`config.mk`:
```
export PLATFORM = sky130hd
export DESIGN_NAME = cmd_admit_flat
export DESIGN_NICKNAME = d
export VERILOG_FILES = /design/src/source/cuckoo_pkg.sv /design/src/source/stage_if.sv /design/src/source/cmd_admit.sv /design/src/flat_wrapper.sv
export SDC_FILE = /design/constraint.sdc
export NUM_CORES = 1
export LEC_CHECK = 0
export ABC_AREA = 1
export BUFFER_PORTS_ARGS = -buffer_cell sky130_fd_sc_hd__buf_4
export CAP_MARGIN = 20
export CORE_MARGIN = 4
export CORE_UTILIZATION = 45
export DETAILED_ROUTE_END_ITERATION = 12
export GPL_TIMING_DRIVEN = 0
export PLACE_DENSITY = 0.77
export SETUP_SLACK_MARGIN = 0.2
export SLEW_MARGIN = 20
export SYNTH_ARGS = -nofsm -noshare
export SYNTH_HDL_FRONTEND = slang
export SYNTH_SLANG_ARGS = --single-unit
```
`constraint.sdc`:
```
create_clock -name clk -period 1.6 [get_ports clk]
set_input_delay 0.24 -clock clk [delete_from_list [all_inputs] [get_ports clk]]
set_output_delay 0.24 -clock clk [all_outputs]
set_load 0.05 [all_outputs]
```
`src/source/cuckoo_pkg.sv`:
```
/*
 * cuckoo counting table shared definitions
 * command layout, slot packing within a bucket and pipeline latency
 */
package cuckoo_pkg;

    localparam int OP_LEN     = 2;
    localparam int H1_LEN     = 20;
    localparam int FP_LEN     = 8;
    localparam int CMD_LEN    = OP_LEN + H1_LEN + FP_LEN;   // 30
    localparam int COUNT_LEN  = 24;

    // slot = {fp, count}, slot 0 in the low bits of the bucket
    localparam int SLOT_LEN    = FP_LEN + COUNT_LEN;
    localparam int SLOT_FP_LSB = COUNT_LEN;
    localparam int SLOTS       = 2;
    localparam int BUCKET_LEN  = SLOTS * SLOT_LEN;          // 64

    localparam int PIPE_DEPTH = 4;  // acceptance to result, in cycles

    typedef logic [CMD_LEN-1:0]    cmd_t;
    typedef logic [H1_LEN-1:0]     h1_t;
    typedef logic [FP_LEN-1:0]     fp_t;
    typedef logic [COUNT_LEN-1:0]  count_t;
    typedef logic [BUCKET_LEN-1:0] bucket_t;

    typedef enum logic [OP_LEN-1:0] {
        op_insert = 2'd0,
        op_query  = 2'd1
    } op_e;

    function automatic op_e cmd_op(cmd_t c);
        return op_e'(c[CMD_LEN-1 -: OP_LEN]);
    endfunction

    function automatic h1_t cmd_h1(cmd_t c);
        return c[FP_LEN +: H1_LEN];
    endfunction

    function automatic fp_t cmd_fp(cmd_t c);
        return c[FP_LEN-1:0];
    endfunction

    // alternate bucket, only the low FP_LEN bits move
    function automatic h1_t cmd_alt_h1(cmd_t c);
        return cmd_h1(c) ^ h1_t'(cmd_fp(c));
    endfunction

endpackage

```
`src/source/stage_if.sv`:
```
/*
 * pipeline stage link
 * one command per valid strobe plus the result found so far
 */
`timescale 1ns/100ps

interface stage_if import cuckoo_pkg::*; ();

    logic   valid;     // one-cycle strobe
    cmd_t   cmd;
    logic   resolved;  // result already final
    logic   success;
    count_t count;

    modport src (
        output valid,
        output cmd,
        output resolved,
        output success,
        output count
    );

    modport dst (
        input valid,
        input cmd,
        input resolved,
        input success,
        input count
    );

endinterface

```
`src/source/cmd_admit.sv`:
```
/*
 * command admission
 * address lock over the commands in flight, primary table read issue
 */
`timescale 1ns/100ps

module cmd_admit import cuckoo_pkg::*; #(
    parameter int TABLE_ADDR_LEN = 8
) (
    input  logic                      clk,
    input  logic                      rst_n,
    input  logic                      cmd_valid,
    input  cmd_t                      cmd,
    output logic                      cmd_ready,
    output logic                      rd_en,
    output logic [TABLE_ADDR_LEN-1:0] rd_addr,
    stage_if.src                      out
);

    localparam int LOCK_DEPTH = PIPE_DEPTH - 1;  // stages still able to write

    typedef logic [TABLE_ADDR_LEN-1:0] addr_t;

    h1_t                   in_h1;
    h1_t                   in_alt_h1;
    addr_t                 in_pri;
    addr_t                 in_alt;
    logic                  accept;
    logic                  conflict;
    logic [LOCK_DEPTH-1:0] hist_valid;
    addr_t                 hist_pri [LOCK_DEPTH];
    addr_t                 hist_alt [LOCK_DEPTH];
    logic                  issued;
    cmd_t                  issued_cmd;
    addr_t                 issued_addr;

    assign in_h1     = cmd_h1(cmd);
    assign in_alt_h1 = cmd_alt_h1(cmd);
    assign in_pri    = in_h1[TABLE_ADDR_LEN-1:0];
    assign in_alt    = in_alt_h1[TABLE_ADDR_LEN-1:0];

    // any address of the new command against any address in flight
    always_comb begin
        conflict = 1'b0;
        for (int i = 0; i < LOCK_DEPTH; i++) begin
            if (hist_valid[i] && (hist_pri[i] == in_pri || hist_pri[i] == in_alt ||
                                  hist_alt[i] == in_pri || hist_alt[i] == in_alt)) begin
                conflict = 1'b1;
            end
        end
    end

    assign cmd_ready = !conflict;
    assign accept    = cmd_valid && cmd_ready;

    always_ff @(posedge clk or negedge rst_n) begin
        if (!rst_n) begin
            hist_valid <= '0;
            issued     <= 1'b0;
        end else begin
            hist_valid <= {hist_valid[LOCK_DEPTH-2:0], accept};
            issued     <= accept;
        end
    end

    always_ff @(posedge clk) begin
        hist_pri[0] <= in_pri;
        hist_alt[0] <= in_alt;
        for (int i = 1; i < LOCK_DEPTH; i++) begin
            hist_pri[i] <= hist_pri[i-1];
            hist_alt[i] <= hist_alt[i-1];
        end
        issued_cmd  <= cmd;
        issued_addr <= in_pri;
    end

    assign rd_en        = issued;   // table samples one edge after acceptance
    assign rd_addr      = issued_addr;
    assign out.valid    = issued;
    assign out.cmd      = issued_cmd;
    assign out.resolved = 1'b0;
    assign out.success  = 1'b0;
    assign out.count    = '0;

    // newest accepted command shares no bucket with one still locked
    for (genvar g = 1; g < LOCK_DEPTH; g++) begin : g_lock_chk
        a_accept_ready: assert property (@(posedge clk) disable iff (!rst_n)
            hist_valid[0] && hist_valid[g] |->
                hist_pri[g] != hist_pri[0] && hist_pri[g] != hist_alt[0] &&
                hist_alt[g] != hist_pri[0] && hist_alt[g] != hist_alt[0]);
    end

    a_op_legal: assert property (@(posedge clk) disable iff (!rst_n)
        issued |-> cmd_op(issued_cmd) inside {op_insert, op_query});

endmodule

```
`src/flat_wrapper.sv`:
```
// flat-port wrapper written by rule: the top's interface ports become plain ports
module cmd_admit_flat import cuckoo_pkg::*;
#(
    parameter int TABLE_ADDR_LEN = 8
)
  (clk, rst_n, cmd_valid, cmd, cmd_ready, rd_en, rd_addr, out_valid, out_cmd, out_resolved, out_success, out_count);
  stage_if out_i ();
  input  logic clk;
  input  logic rst_n;
  input  logic cmd_valid;
  input  cmd_t cmd;
  output logic cmd_ready;
  output logic rd_en;
  output logic [TABLE_ADDR_LEN-1:0] rd_addr;
  output wire logic [$bits(out_i.valid)-1:0] out_valid;
  output wire logic [$bits(out_i.cmd)-1:0] out_cmd;
  output wire logic [$bits(out_i.resolved)-1:0] out_resolved;
  output wire logic [$bits(out_i.success)-1:0] out_success;
  output wire logic [$bits(out_i.count)-1:0] out_count;
  assign out_valid = out_i.valid;
  assign out_cmd = out_i.cmd;
  assign out_resolved = out_i.resolved;
  assign out_success = out_i.success;
  assign out_count = out_i.count;
  cmd_admit #(.TABLE_ADDR_LEN(TABLE_ADDR_LEN)) u_core (.clk(clk), .rst_n(rst_n), .cmd_valid(cmd_valid), .cmd(cmd), .cmd_ready(cmd_ready), .rd_en(rd_en), .rd_addr(rd_addr), .out(out_i));
endmodule
```
# ---- Word-level counts from Yosys, hierarchy flattened
# Memories as Yosys holds them, arrays and structs flattened.
# Cells that the tools add are included.
# Widths: inputs -> output; s select.
dict set report word_totals {
  mem_bits_rw 48
  out_inout_bits 67
  n_memories 2
  inputBits 33
  register_bits 42
  wordCells 36
}
# name depth width read_ports rd_clocked_by_memory_dff write_ports line_no
set memory_table {}
lappend memory_table {u_core.hist_alt 3 8 3 0 3 cmd_admit.sv:32} ;# addr_t hist_alt [LOCK_DEPTH];
lappend memory_table {u_core.hist_pri 3 8 3 0 3 cmd_admit.sv:31} ;# addr_t hist_pri [LOCK_DEPTH];
dict set report op_classes {
  bitwise_logic 1
  mux 3
  n_reduce_logical 14
  n_eq_ne 12
}
# cell count
set ops {}
lappend ops {{$eq 8x8->1} 12}
lappend ops {{$logic_or 1x1->1} 9}
lappend ops {{$xor 8x8->8} 1}
lappend ops {{$logic_and 1x1->1} 4}
lappend ops {{$mux 1} 3}
lappend ops {{$logic_not 1->1} 1}

# ---- Longest topological paths before layout
# Gate-level depths: netlist (run 1).
dict set report logic_depth {
  depth_word 11
  mapped_depth 13
  depth_no_buf 12
}

# ---- Worst setup path after synthesis (run 1)
# Ideal clock, no wire load.
dict set report synth_timing {
  path_type {input port to output port}
  start {in cmd[12]}
  end {out cmd_ready}
  path_slack_ns 0.009
  stages 12
  arrival_ns 1.351
  n_path_buf 1
  required_ns 1.360
  cell_sequence {buf_4 -> inv_4 -> nand2_1 -> nand2_1 -> nor2_1 -> nand2_1 -> nor2_1 -> nor2_1 -> nand3_1 -> nand2_1 -> nand3_2 -> inv_1}
}
dict set report synth_between {
  elab_chain_cells 10
  elab_cells_between_ends 29
  cone_classes {eq/ne: 12; mux: 3; bitwise: 1; reduce/logical: 13}
}
# element line_no
set synth_lines {}
lappend synth_lines {{start: declaration} flat_wrapper.sv:11} ;# input cmd_t cmd;
lappend synth_lines {{$xor 8x8->8} cuckoo_pkg.sv:46} ;# return cmd_h1(c) ^ h1_t'(cmd_fp(c));
lappend synth_lines {{$eq 8x8->1} cmd_admit.sv:46} ;# if (hist_valid[i] && (hist_pri[i] == in_pri || hist_pri[i] == in_alt ||
lappend synth_lines {{$logic_or 1x1->1 (2 in series)} cmd_admit.sv:46}
lappend synth_lines {{$logic_or 1x1->1} cmd_admit.sv:47} ;# hist_alt[i] == in_pri || hist_alt[i] == in_alt)) begin
lappend synth_lines {{$logic_and 1x1->1} cmd_admit.sv:46}
lappend synth_lines {{$mux 1 (2 in series)} cmd_admit.sv:46}
lappend synth_lines {{$mux 1 (*)} cmd_admit.sv:46}
lappend synth_lines {{$logic_not 1->1 (*)} cmd_admit.sv:53} ;# assign cmd_ready = !conflict;
lappend synth_lines {{end: declaration} flat_wrapper.sv:12} ;# output logic cmd_ready;
# Mark *: on every way between the ends. The rest lies on a longest branch, timed or not.

==> results of run 1 <==
## placed cells by master, fill, tap and decap left out, types with 23 or more instances in the layout
| cell | synthesis | final |
|---|---|---|
| buf_4 | 47 | 114 |
| conb_1 | 1 | 26 |
| dfxtp_1 | 70 | 39 |
| dfxtp_2 | 0 | 23 |
| dlygate4sd3_1 | 0 | 25 |
| inv_1 | 52 | 43 |
| nand2_1 | 308 | 271 |
| nand2_2 | 14 | 49 |
| nand3_1 | 38 | 33 |
| nor2_1 | 44 | 35 |
## stage by stage
step	cell area (um^2)	setup TNS (ns)	utilization	hold slack [ns]
floorplan	4000	0	-	-0.0556
global placement	4680	-0.266	0.567	0.0294
detailed placement	4680	-0.306	0.567	0.0308
CTS	5280	-0.413	0.640	0.00428
global route	5490	-0.521	0.665	0.00994
finish	5490	-0.422	0.665	0.0148
## power by group through the flow
| stage | Combinational [mW] | Clock [mW] | Sequential [mW] |
|---|---|---|---|
| final | 1.32 | 1.67 | 2.02 |
| after global routing | 1.44 | 1.77 | 2.04 |
| after CTS | 1.24 | 1.69 | 2.02 |
| after detailed placement | 1.17 | 0 | 2.06 |
| after global placement | 1.15 | 0 | 2.05 |
| after floorplan | 0.779 | 0 | 2.15 |
## registers in the layout, indices dropped and copies added, names as in the netlist
signal / flops
u_core.rd_addr: 7
u_core.out.cmd: 23
u_core.hist_alt: 24
u_core.hist_valid: 3
u_core.hist_pri: 16
## synthesized netlist by cell type
cell type	n	area share
nand3_1	38	0.049
buf_2	1	0.0013
nand2_1	308	0.30
dfxtp_1	70	0.36
xor2_1	8	0.018
inv_4	7	0.011
buf_4	47	0.092
buf_6	4	0.012
inv_1	52	0.051
nand3b_1	2	0.0039
nor2_1	44	0.043
dfrtp_1	3	0.020
a21oi_1	1	0.0013
nand3_2	1	0.0026
conb_1	1	0.00097
nor2_2	1	0.0016
inv_2	5	0.0049
nand2_2	14	0.023
## routing by layer
metal,GRT usage,vias to the layer above,wire [um]
li1,-,2034,-
met1,0.224,1703,3960
met2,0.343,128,4830
met3,0.0471,29,723
met4,0.106,0,307
met5,0,-,0
## cell families after synthesis
| family | count (synthesis) | synth area share |
|---|---|---|
| AND/OR/NAND/NOR | 408 | 0.424 |
| AO/OA/AOI/OAI | 1 | 0.00130 |
| other | 1 | 0.000975 |
| XOR/XNOR | 8 | 0.0182 |
| flip-flops | 73 | 0.384 |
| buffers and inverters | 116 | 0.172 |
## area by class of cell
class,instances,share of cell area
flip-flops and latches,73,0.280
well taps,105,0.0239
plain buffers,52,0.0768
clock inverters,7,0.0185
repair buffers,108,0.171
clock buffers,9,0.0226
multi-input cells,443,0.357
inverters,64,0.0504
## worst max-delay path, cell delays in order (launching register included)
cell and delay, ns:
dfxtp_4 0.37, inv_1 0.05, nand2_1 0.05, nand2_1 0.06, nor2_1 0.15, nand2_1 0.10
nor2_1 0.10, nor2_1 0.06, nand3_2 0.07, nand2_2 0.07, nand3_4 0.08, clkinvlp_4 0.10
buf_8 0.15
## final timing paths
path	start	end	slack, ns	cells past startpoint
setup / recovery	u_core.rd_addr[1]$_DFF_P_	cmd_ready	-0.42	12
hold / removal	cmd[1]	u_core.out.cmd[1]$_DFF_P_	0.01	1
setup reg to reg	u_core.hist_pri[0][16]$_DFF_P_	u_core.hist_valid[0]$_DFF_PN0_	0.28	9
hold reg to reg	u_core.hist_alt[0][15]$_DFF_P_	u_core.hist_alt[0][23]$_DFF_P_	0.36	0
max in group asynchronous	rst_n	u_core.hist_valid[1]$_DFF_PN0_	1.30	2
min in group asynchronous	rst_n	u_core.hist_valid[0]$_DFF_PN0_	0.21	2
## what timing repair did
action,in CTS,in global routing
pin swaps,15,39
setup endpoints to repair,2,7
hold buffers,25,0
buffers inserted,5,5
hold endpoints to repair,27,0
resized for setup,41,69
==> impl_results.md, run 1 <==
- H-Tree Depth: 3
- Clock network fraction of design power: 0.333
- Flop pwr share: 0.404
- Worst Skew: between 0.01 and 0.015 ns
- Grt ovf: 0
- Synthesized area: between 3000 and 4000 um^2
- Fmax: ~490 MHz
- Total track usage: 0.198
- Num CTS Buffers: 9
- Port-buffer cells: 73
- Pwr dens: a little over 900 nW/um^2
- Antenna Cells: 0
- PnR worst setup slack: -0.422 ns
- Nets: between 700 and 800
- Final setup viols: 1
- Initial antenna violation count: 0
- Post-place setup slack: -0.306 ns
- CTS max path bufs: 2
- Max Cap Viol: 0
- Cell Count Post-Placement: between 800 and 900
- Failing checks: setup timing
- Final worst path period share: 1.26
- Gate Count Post-Synth: approximately 600
- Switching Share: 0.338
- Critical Path RT: roughly 1.4 ns
- Net switching power figure: 1.69 mW
- Internal power: 3.32 mW
- CTS clk-pin slew, worst paths: around 0.090 ns
- Die height: around 100 um
- CP Capture Type: primary output
- Layout Cells excl Fill: between 800 and 900
- Sequential fraction of the synthesis area: 0.384
- Wire length of the first global-routing pass: 15.8 mm
- HP Class: in -> reg
- Vias in the first global route: 3636
- WL final: between 9 and 10 mm
- Design Power: between 5 and 6 mW
- Sequential Area: roughly 1500 um^2
- Final hold viol count: 0
- Status: finished, violations left
- WL per Instance: 11.4 um
- # clock sinks: 73
- Unique masters post-synth: 18
- Drt initial violations: 167
- Ys Warns: 0
- Vias/cell: about 4.5
- Peak VDD IR: ~0.57 mV
- Fill cells: a little under 700
- Dpl hpwl: slightly below 7 mm
- Placer Congestion: roughly 0.84
- Root buf cell: clkbuf_8
- Startpoint Class: register
- Largest net degree at the start of global routing: 15
- Core area: between 8000 and 9000 um^2
- Vias post-DR: between 3000 and 4000
- CP Max Fanout: 6
- Clk_lat worst skew: around 0.37 ns
- Synth Area per Inst: around 6.3 um^2
- Synth Register Bits: 73
- Die area: slightly above 10000 um^2
- Logic gate share of total power: 0.264
- # IOs: 100
- CTS tree: built
- Share of layout cells above drive strength 1: 0.357
- Die Width: between 100 and 150 um
- Fin crit period: around 2 ns
- Final Max Tran Viols: 0
- Data arrival, critical path: about 1.8 ns
- Pleak: about 3.1 nW
- Post-route ant nets: 0
- Synth-to-Final Area Change: 42.7%
- RSZ-0062 raised after global routing: true
- WS Path Type: reg -> out
- Drt first pass iters: 4
- DRC: 0
- Number of core rows: 33
- Initial Util: 0.466
- Multi-input logic area: 1960 um^2
No activity file was read; power rests on OpenSTA's default activity.
==> run 2: changes to the inputs <==
--- a/config.mk
+++ b/config.mk
@@ -8,7 +8,6 @@
 export ABC_AREA = 1
 export BUFFER_PORTS_ARGS = -buffer_cell sky130_fd_sc_hd__buf_4
 export CAP_MARGIN = 20
-export CORE_MARGIN = 4
 export CORE_UTILIZATION = 45
 export DETAILED_ROUTE_END_ITERATION = 12
 export GPL_TIMING_DRIVEN = 0
==> run 2 against run 1 <==
Net effect:
- sequential share of layout area up 0.32 points
- die area down 12%
- critical path depth is the same
- clock skew about the same
- cell area down 1.0%
- the flow still finishes with violations (setup timing)
- highest routed layer unchanged
- clock power is 17% lower
- sequential power barely moved
- count of clock-buffer cells in the layout up 1
- critical path type unchanged
- largest cell class unchanged
- via count fell by 1.4%
- worst setup slack gained 0.022 ns
==> impl_results.md, run 2 (same netlist as run 1, synthesis figures left out) <==
- Status: finished, violations left
- Failing checks: setup timing
- CP Max Fanout: 6
- Final core utilization: 0.658
- PnR worst setup slack: -0.400 ns
- Worst Hold Endpoint: u_core.out.cmd[2]$_DFF_P_
- Die area: 8920 um^2
- Grt ovf: 0
- Dpl hpwl: 6.64 mm
- Wire length of the first global-routing pass: about 15 mm
- Final hold viol count: 0
- Final Max Tran Viols: 0
- Number of core rows: 33
- # IOs: 100
- Max reg flops: 24
- Placer Congestion: 0.915
- Largest reg by FF count: u_core.hist_alt
- Data arrival, critical path: around 1.8 ns
- Total track usage: 0.218
- Pleak: a little over 3 nW
- Largest net degree at the start of global routing: 15
- Max Cap Viol: 0
- Final worst path period share: 1.25
- Die height: approximately 94 um
- WL per Instance: ~11 um
- Initial antenna violation count: 0
- Peak VDD IR: 0.690 mV
- Port-buffer cells: between 70 and 80
- Post-route ant nets: 0
- Post-place instance area: between 4000 and 5000 um^2
- WL final: about 9.4 mm
- Final instance area: approximately 5400 um^2
- Pwr dens: roughly 870 nW/um^2
- Initial Util: 0.466
- Highest-count cells in the layout ignoring fill and taps: 270 x nand2_1, 112 x buf_4, 49 x nand2_2
- Antenna Cells: 0
- Vias in the first global route: ~3600
- Cell Count Post-Placement: 810
- Share of layout cells above drive strength 1: 0.366
- Net switching power figure: roughly 1.7 mW
- Drt first pass iters: 4
- H-Tree Depth: 3
- Post-place setup slack: -0.325 ns
- Drt initial violations: 130
- Die Width: around 94 um
- R2R Path Start: u_core.rd_addr[4]$_DFF_P_
- Hold Crit Start: cmd[2]
- HP Class: in -> reg
- Fin crit period: roughly 2.0 ns
- Fin Hold WS: 0.0168 ns
- Core area: 8260 um^2
- Vias post-DR: around 3800
- Num CTS Buffers: 9
- CTS max path bufs: 2
- Fill cells: 712
- Vias/cell: approximately 4.5
- Switching Share: 0.356
- Fmax: between 500 and 600 MHz
- CTS clk-pin slew, worst paths: around 0.090 ns
- CP Capture Type: primary output
- WHS Path Cells: 1
- Clk_lat worst skew: approximately 0.36 ns
- FF-to-FF setup slack: 0.09 ns
- Logic gate share of total power: 0.276
- Layout Cells excl Fill: approximately 860
- Final setup viols: 1
- Root buf cell: clkbuf_8
- Synth-to-Final Area Change: 41.2%
- Critical Path RT: between 1 and 1.5 ns
- Flop pwr share: 0.430
- Worst Skew: 0.0102 ns
- Clock network fraction of design power: 0.294
- RSZ-0062 raised after global routing: true
- R2R Path End: u_core.hist_valid[0]$_DFF_PN0_
- Startpoint Class: register
- Internal power: around 3.0 mW
- R2r worst-path depth: 13
- Most common cell after layout, fill and taps aside: nand2_1
- WS Path Type: reg -> out
- DRC: 0
- Nets: around 800
- CTS tree: built
- # clock sinks: 73
run 2: repair_timing:
action	4_1_cts	5_1_grt
resized for setup	39	76
pin swaps	15	31
hold buffers	24	0
hold endpoints to repair	26	0
buffers inserted	3	3
setup endpoints to repair	2	6
run 2: layer usage:
metal,up-vias,GRT usage,part of all wire
met5,-,0,0
li1,2016,-,-
met1,1685,0.245,0.41
met4,0,0.0745,0.022
met2,118,0.392,0.51
met3,20,0.0644,0.062
run 2: cell type report:
type                       count  area (um^2)  share of cell area
inverter                      64          277              0.0509
timing repair buffer         103          878               0.162
sequential                    73         1540               0.283
clock buffer                  10          138              0.0253
clock inverter                 6         50.0             0.00922
buffer                        52          429              0.0790
tap                          105          131              0.0242
multi-input combinational    443         1990               0.367
run 2: power by group through the flow:
| stage | combinational, mW | sequential (mW) | clock, mW |
|---|---|---|---|
| 6_report | 1.30 | 2.03 | 1.39 |
| 5_1_grt | 1.42 | 2.05 | 1.51 |
| 4_1_cts | 1.24 | 2.02 | 1.41 |
| 3_5_place_dp | 1.17 | 2.06 | 0 |
| 3_3_place_gp | 1.15 | 2.05 | 0 |
| 2_1_floorplan | 0.779 | 2.15 | 0 |
run 2: critical path, cell delays in order, from the launching register on:
cell and delay, ns:
dfxtp_4 0.38, inv_2 0.04, nand2_1 0.07, nand3_1 0.08, nand2_1 0.09, nand2_1 0.09, nor2_4 0.10, nand2_1 0.07
nand3_2 0.09, nand2_2 0.07, nand3_4 0.08, clkinvlp_4 0.09, buf_8 0.15
run 2: how the worst max path moves through the flow:
stage	startpoint	end	slack, ns
final	u_core.rd_addr[4]$_DFF_P_	cmd_ready	-0.40
after detailed placement	cmd[9]	cmd_ready	-0.32
after CTS	u_core.rd_addr[6]$_DFF_P_	cmd_ready	-0.38
after global routing	u_core.rd_addr[4]$_DFF_P_	cmd_ready	-0.52
after floorplan	cmd[8]	cmd_ready	0.07
after global placement	cmd[13]	cmd_ready	-0.31
run 2: metrics by stage:
stage | setup TNS, ns | power (mW)
after floorplan | 0 | 2.93
after global placement | -0.305 | 3.20
after detailed placement | -0.325 | 3.23
after CTS | -0.376 | 4.67
after global routing | -0.541 | 4.97
final | -0.400 | 4.72
==> run 3: changes to the inputs <==
--- a/config.mk
+++ b/config.mk
@@ -5,13 +5,12 @@
 export SDC_FILE = /design/constraint.sdc
 export NUM_CORES = 1
 export LEC_CHECK = 0
-export ABC_AREA = 1
 export BUFFER_PORTS_ARGS = -buffer_cell sky130_fd_sc_hd__buf_4
 export CAP_MARGIN = 20
 export CORE_UTILIZATION = 45
 export DETAILED_ROUTE_END_ITERATION = 12
 export GPL_TIMING_DRIVEN = 0
-export PLACE_DENSITY = 0.77
+export PLACE_DENSITY = 0.79
 export SETUP_SLACK_MARGIN = 0.2
 export SLEW_MARGIN = 20
 export SYNTH_ARGS = -nofsm -noshare
==> run 3 against run 2 <==
Net effect:
- the flow finishes with violations (DRC, setup timing)
- sequential cell count did not move
- clock power barely moved
- routed wire length is 28% lower
- count of clock-buffer cells in the layout increased by 1
- clock skew fell by 0.0026 ns
- first-iteration DRC count is 20% lower
- total power fell by 1.4%
- sequential share of layout area rose by 4.9 points
- utilization grew 0.98 points
==> impl_results.md, run 3 <==
- Status: finished, violations left
- Failing checks: DRC, setup timing
- Cell Count Post-Placement: 450
- CP Max Fanout: 7
- Peak VDD IR: approximately 0.67 mV
- Synth-to-Final Area Change: 43.9%
- Vias in the first global route: ~2200
- WL per Instance: roughly 14 um
- Ys Warns: 0
- CTS tree: built
- Nets: 440
- Drt initial violations: 104
- Final core utilization: 0.667
- Drt first pass iters: 8
- Number of core rows: 30
- Port-buffer cells: 73
- EDFF count, synth: 0
- CP Cell Sequence: buf_4, buf_6, xor2_4, xnor2_1, nand4_1, nor2_1, o31a_1, nor3_4, buf_6
- Highest-count cells in the layout ignoring fill and taps: 117 x buf_4, 61 x xnor2_1, 54 x dfxtp_1
- Total track usage: 0.191
- Pwr dens: approximately 1000 nW/um^2
- Pleak: about 2 nW
- DRC: 1
- H-Tree Depth: 3
- Slowest CP cell: o31a_1
- Vias post-DR: about 2200
- Unique masters post-synth: 17
- Root buf cell: clkbuf_8
- Die Width: about 85 um
- Final Max Tran Viols: 0
- Num CTS Buffers: 9
- Clk_lat worst skew: between 0.3 and 0.4 ns
- Die area: ~7300 um^2
- Dpl hpwl: 4.61 mm
- # clock sinks: 73
- Max Cap Viol: 0
- Gate Count Post-Synth: around 270
- Adder-cell share of the synthesized area: 0
- # IOs: 100
- WS Path Type: in -> out
- Count leader, synth: dfxtp_1
- CTS clk-pin slew, worst paths: about 0.080 ns
- Largest family of logic cells by synthesized area: XOR/XNOR gates
- Ranking of synthesized cells by area: dfxtp_1 45%, xnor2_1 18%, buf_4 12%
- WL final: 6.79 mm
- Post-place instance area: 3940 um^2
- Largest net degree at the start of global routing: 13
- Slew @ Worst Pin: roughly 0.58 ns
- CTS max path bufs: 2
- Placer Congestion: about 0.9
- Wire length of the first global-routing pass: 10.3 mm
- Fin crit period: 2.13 ns
- Max reg flops: 24
- Synth top area share: 0.447
- Critical Path RT: 1.36 ns
- Die height: between 80 and 90 um
- Fmax: 469 MHz
- Synth Area per Inst: 11.5 um^2
- Relative slew slack: 0.616
- Vias/cell: ~4.5
- RSZ-0062 raised after global routing: true
- Final worst path period share: 1.33
- Area fraction in compound gates after synthesis: 0.0132
- Synth Area in Simple Gates: 0.0651
- Crit path top cell by count: buf_6
- Final setup viols: 2
- Layout Cells excl Fill: 491
- Antenna Cells: 0
- Synth top cells by count: 70 x dfxtp_1, 66 x xnor2_1, 49 x buf_4, 32 x xor2_1, 18 x nand4_1
- Data arrival, critical path: approximately 1.9 ns
- Slowest cell delay on critical path: between 0.3 and 0.4 ns
- Grt ovf: 0
- HP Class: in -> reg
- Post-synth ARST share: 0.0411
- Design Power: 4.66 mW
- Core area: slightly below 7000 um^2
- Synth Register Bits: 73
- Most common cell after layout, fill and taps aside: buf_4
- Sequential fraction of the synthesis area: 0.471
- Synthesized area: approximately 3100 um^2
- Crit path max-delay family: XOR/XNOR gates
- Largest reg by FF count: u_core.hist_alt
- Worst Skew: between 0.007 and 0.008 ns
- Initial antenna violation count: 0
- Post-route ant nets: 0
- PnR worst setup slack: -0.530 ns
- Worst Path Buf+Inv: 3
- Xor/xnor cell area share of the yosys netlist: 0.327
- Share of layout cells above drive strength 1: 0.438
- Top FF cell, synth: dfxtp_1
- Mux share of post-synthesis cell area: 0
- Startpoint Class: input pin
- Cell taking the most area after synthesis: dfxtp_1
- Initial Util: 0.464
- Final hold viol count: 0
- CP Capture Type: primary output
- Final instance area: roughly 4500 um^2
## run 3: changes by cell type in the layout (fill, tap and decap cells not counted), sizes merged, moves of 30 or more
cell,delta
xor2,+30
nand3,-39
nor2,-39
inv,-65
xnor2,+66
nand2,-319
## run 3: cell type report
cell class / instances / area (um^2)
fill: 526 / 2250
sequential: 73 / 1500
multi-input combinational: 171 / 1470
timing repair buffer: 99 / 810
buffer: 53 / 438
clock buffer: 11 / 163
tap: 80 / 100
clock inverter: 4 / 26.3
## run 3: logic make-up (layout without fill, tap and decap cells)
| kind of cell | after synthesis | in the layout |
|---|---|---|
| compound gates | 6 | 6 |
| flops | 73 | 73 |
| buf+inv | 53 | 167 |
| other cells | 1 | 26 |
| simple gates | 35 | 35 |
| xor+xnor | 104 | 104 |
## run 3: what timing repair did
item	in CTS	in global routing
hold buffers	21	1
endpoints found under the setup margin	3	12
buffers inserted	3	1
pin swaps	6	7
hold endpoints to repair	23	1
gates resized for setup	14	19
## run 3: power breakdown
part | leakage, nW | internal (mW) | switching (mW) | total (mW)
clock | 0.0963 | 0.688 | 0.694 | 1.38
combinational | 1.23 | 0.519 | 0.684 | 1.20
sequential | 0.626 | 1.96 | 0.114 | 2.07
## run 3: path summary, 6_finish.rpt
path,startpoint,to,slack (ns),cells past startpoint
setup reg to reg,u_core.hist_alt[0][2]$_DFF_P_,u_core.hist_valid[0]$_DFF_PN0_,-0.09,8
setup / recovery,cmd[10],cmd_ready,-0.53,9
max in group asynchronous,rst_n,u_core.hist_valid[2]$_DFF_PN0_,1.30,2
hold reg to reg,u_core.hist_alt[0][6]$_DFF_P_,u_core.hist_alt[0][14]$_DFF_P_,0.37,0
hold / removal,cmd[9],u_core.rd_addr[1]$_DFF_P_,0.01,1
min in group asynchronous,rst_n,u_core.hist_valid[0]$_DFF_PN0_,0.21,2
## run 3: layer usage
metal,up-vias,share of wire,global-route usage
met3,17,0.071,0.0506
met4,0,0.027,0.0970
met2,109,0.49,0.324
li1,1067,-,-
met5,-,0,0
met1,1012,0.41,0.222
## run 3: metrics by stage
| step | setup WS [ns] | hold WS [ns] | setup TNS, ns |
|---|---|---|---|
| 5_1_grt | -0.613 | 0.00143 | -0.807 |
| 4_1_cts | -0.519 | 0.00106 | -0.549 |
| 2_1_floorplan | -0.305 | -0.0556 | -0.305 |
| 3_5_place_dp | -0.532 | 0.0311 | -0.774 |
| 3_3_place_gp | -0.568 | 0.0284 | -0.795 |
| 6_report | -0.530 | 0.0140 | -0.624 |
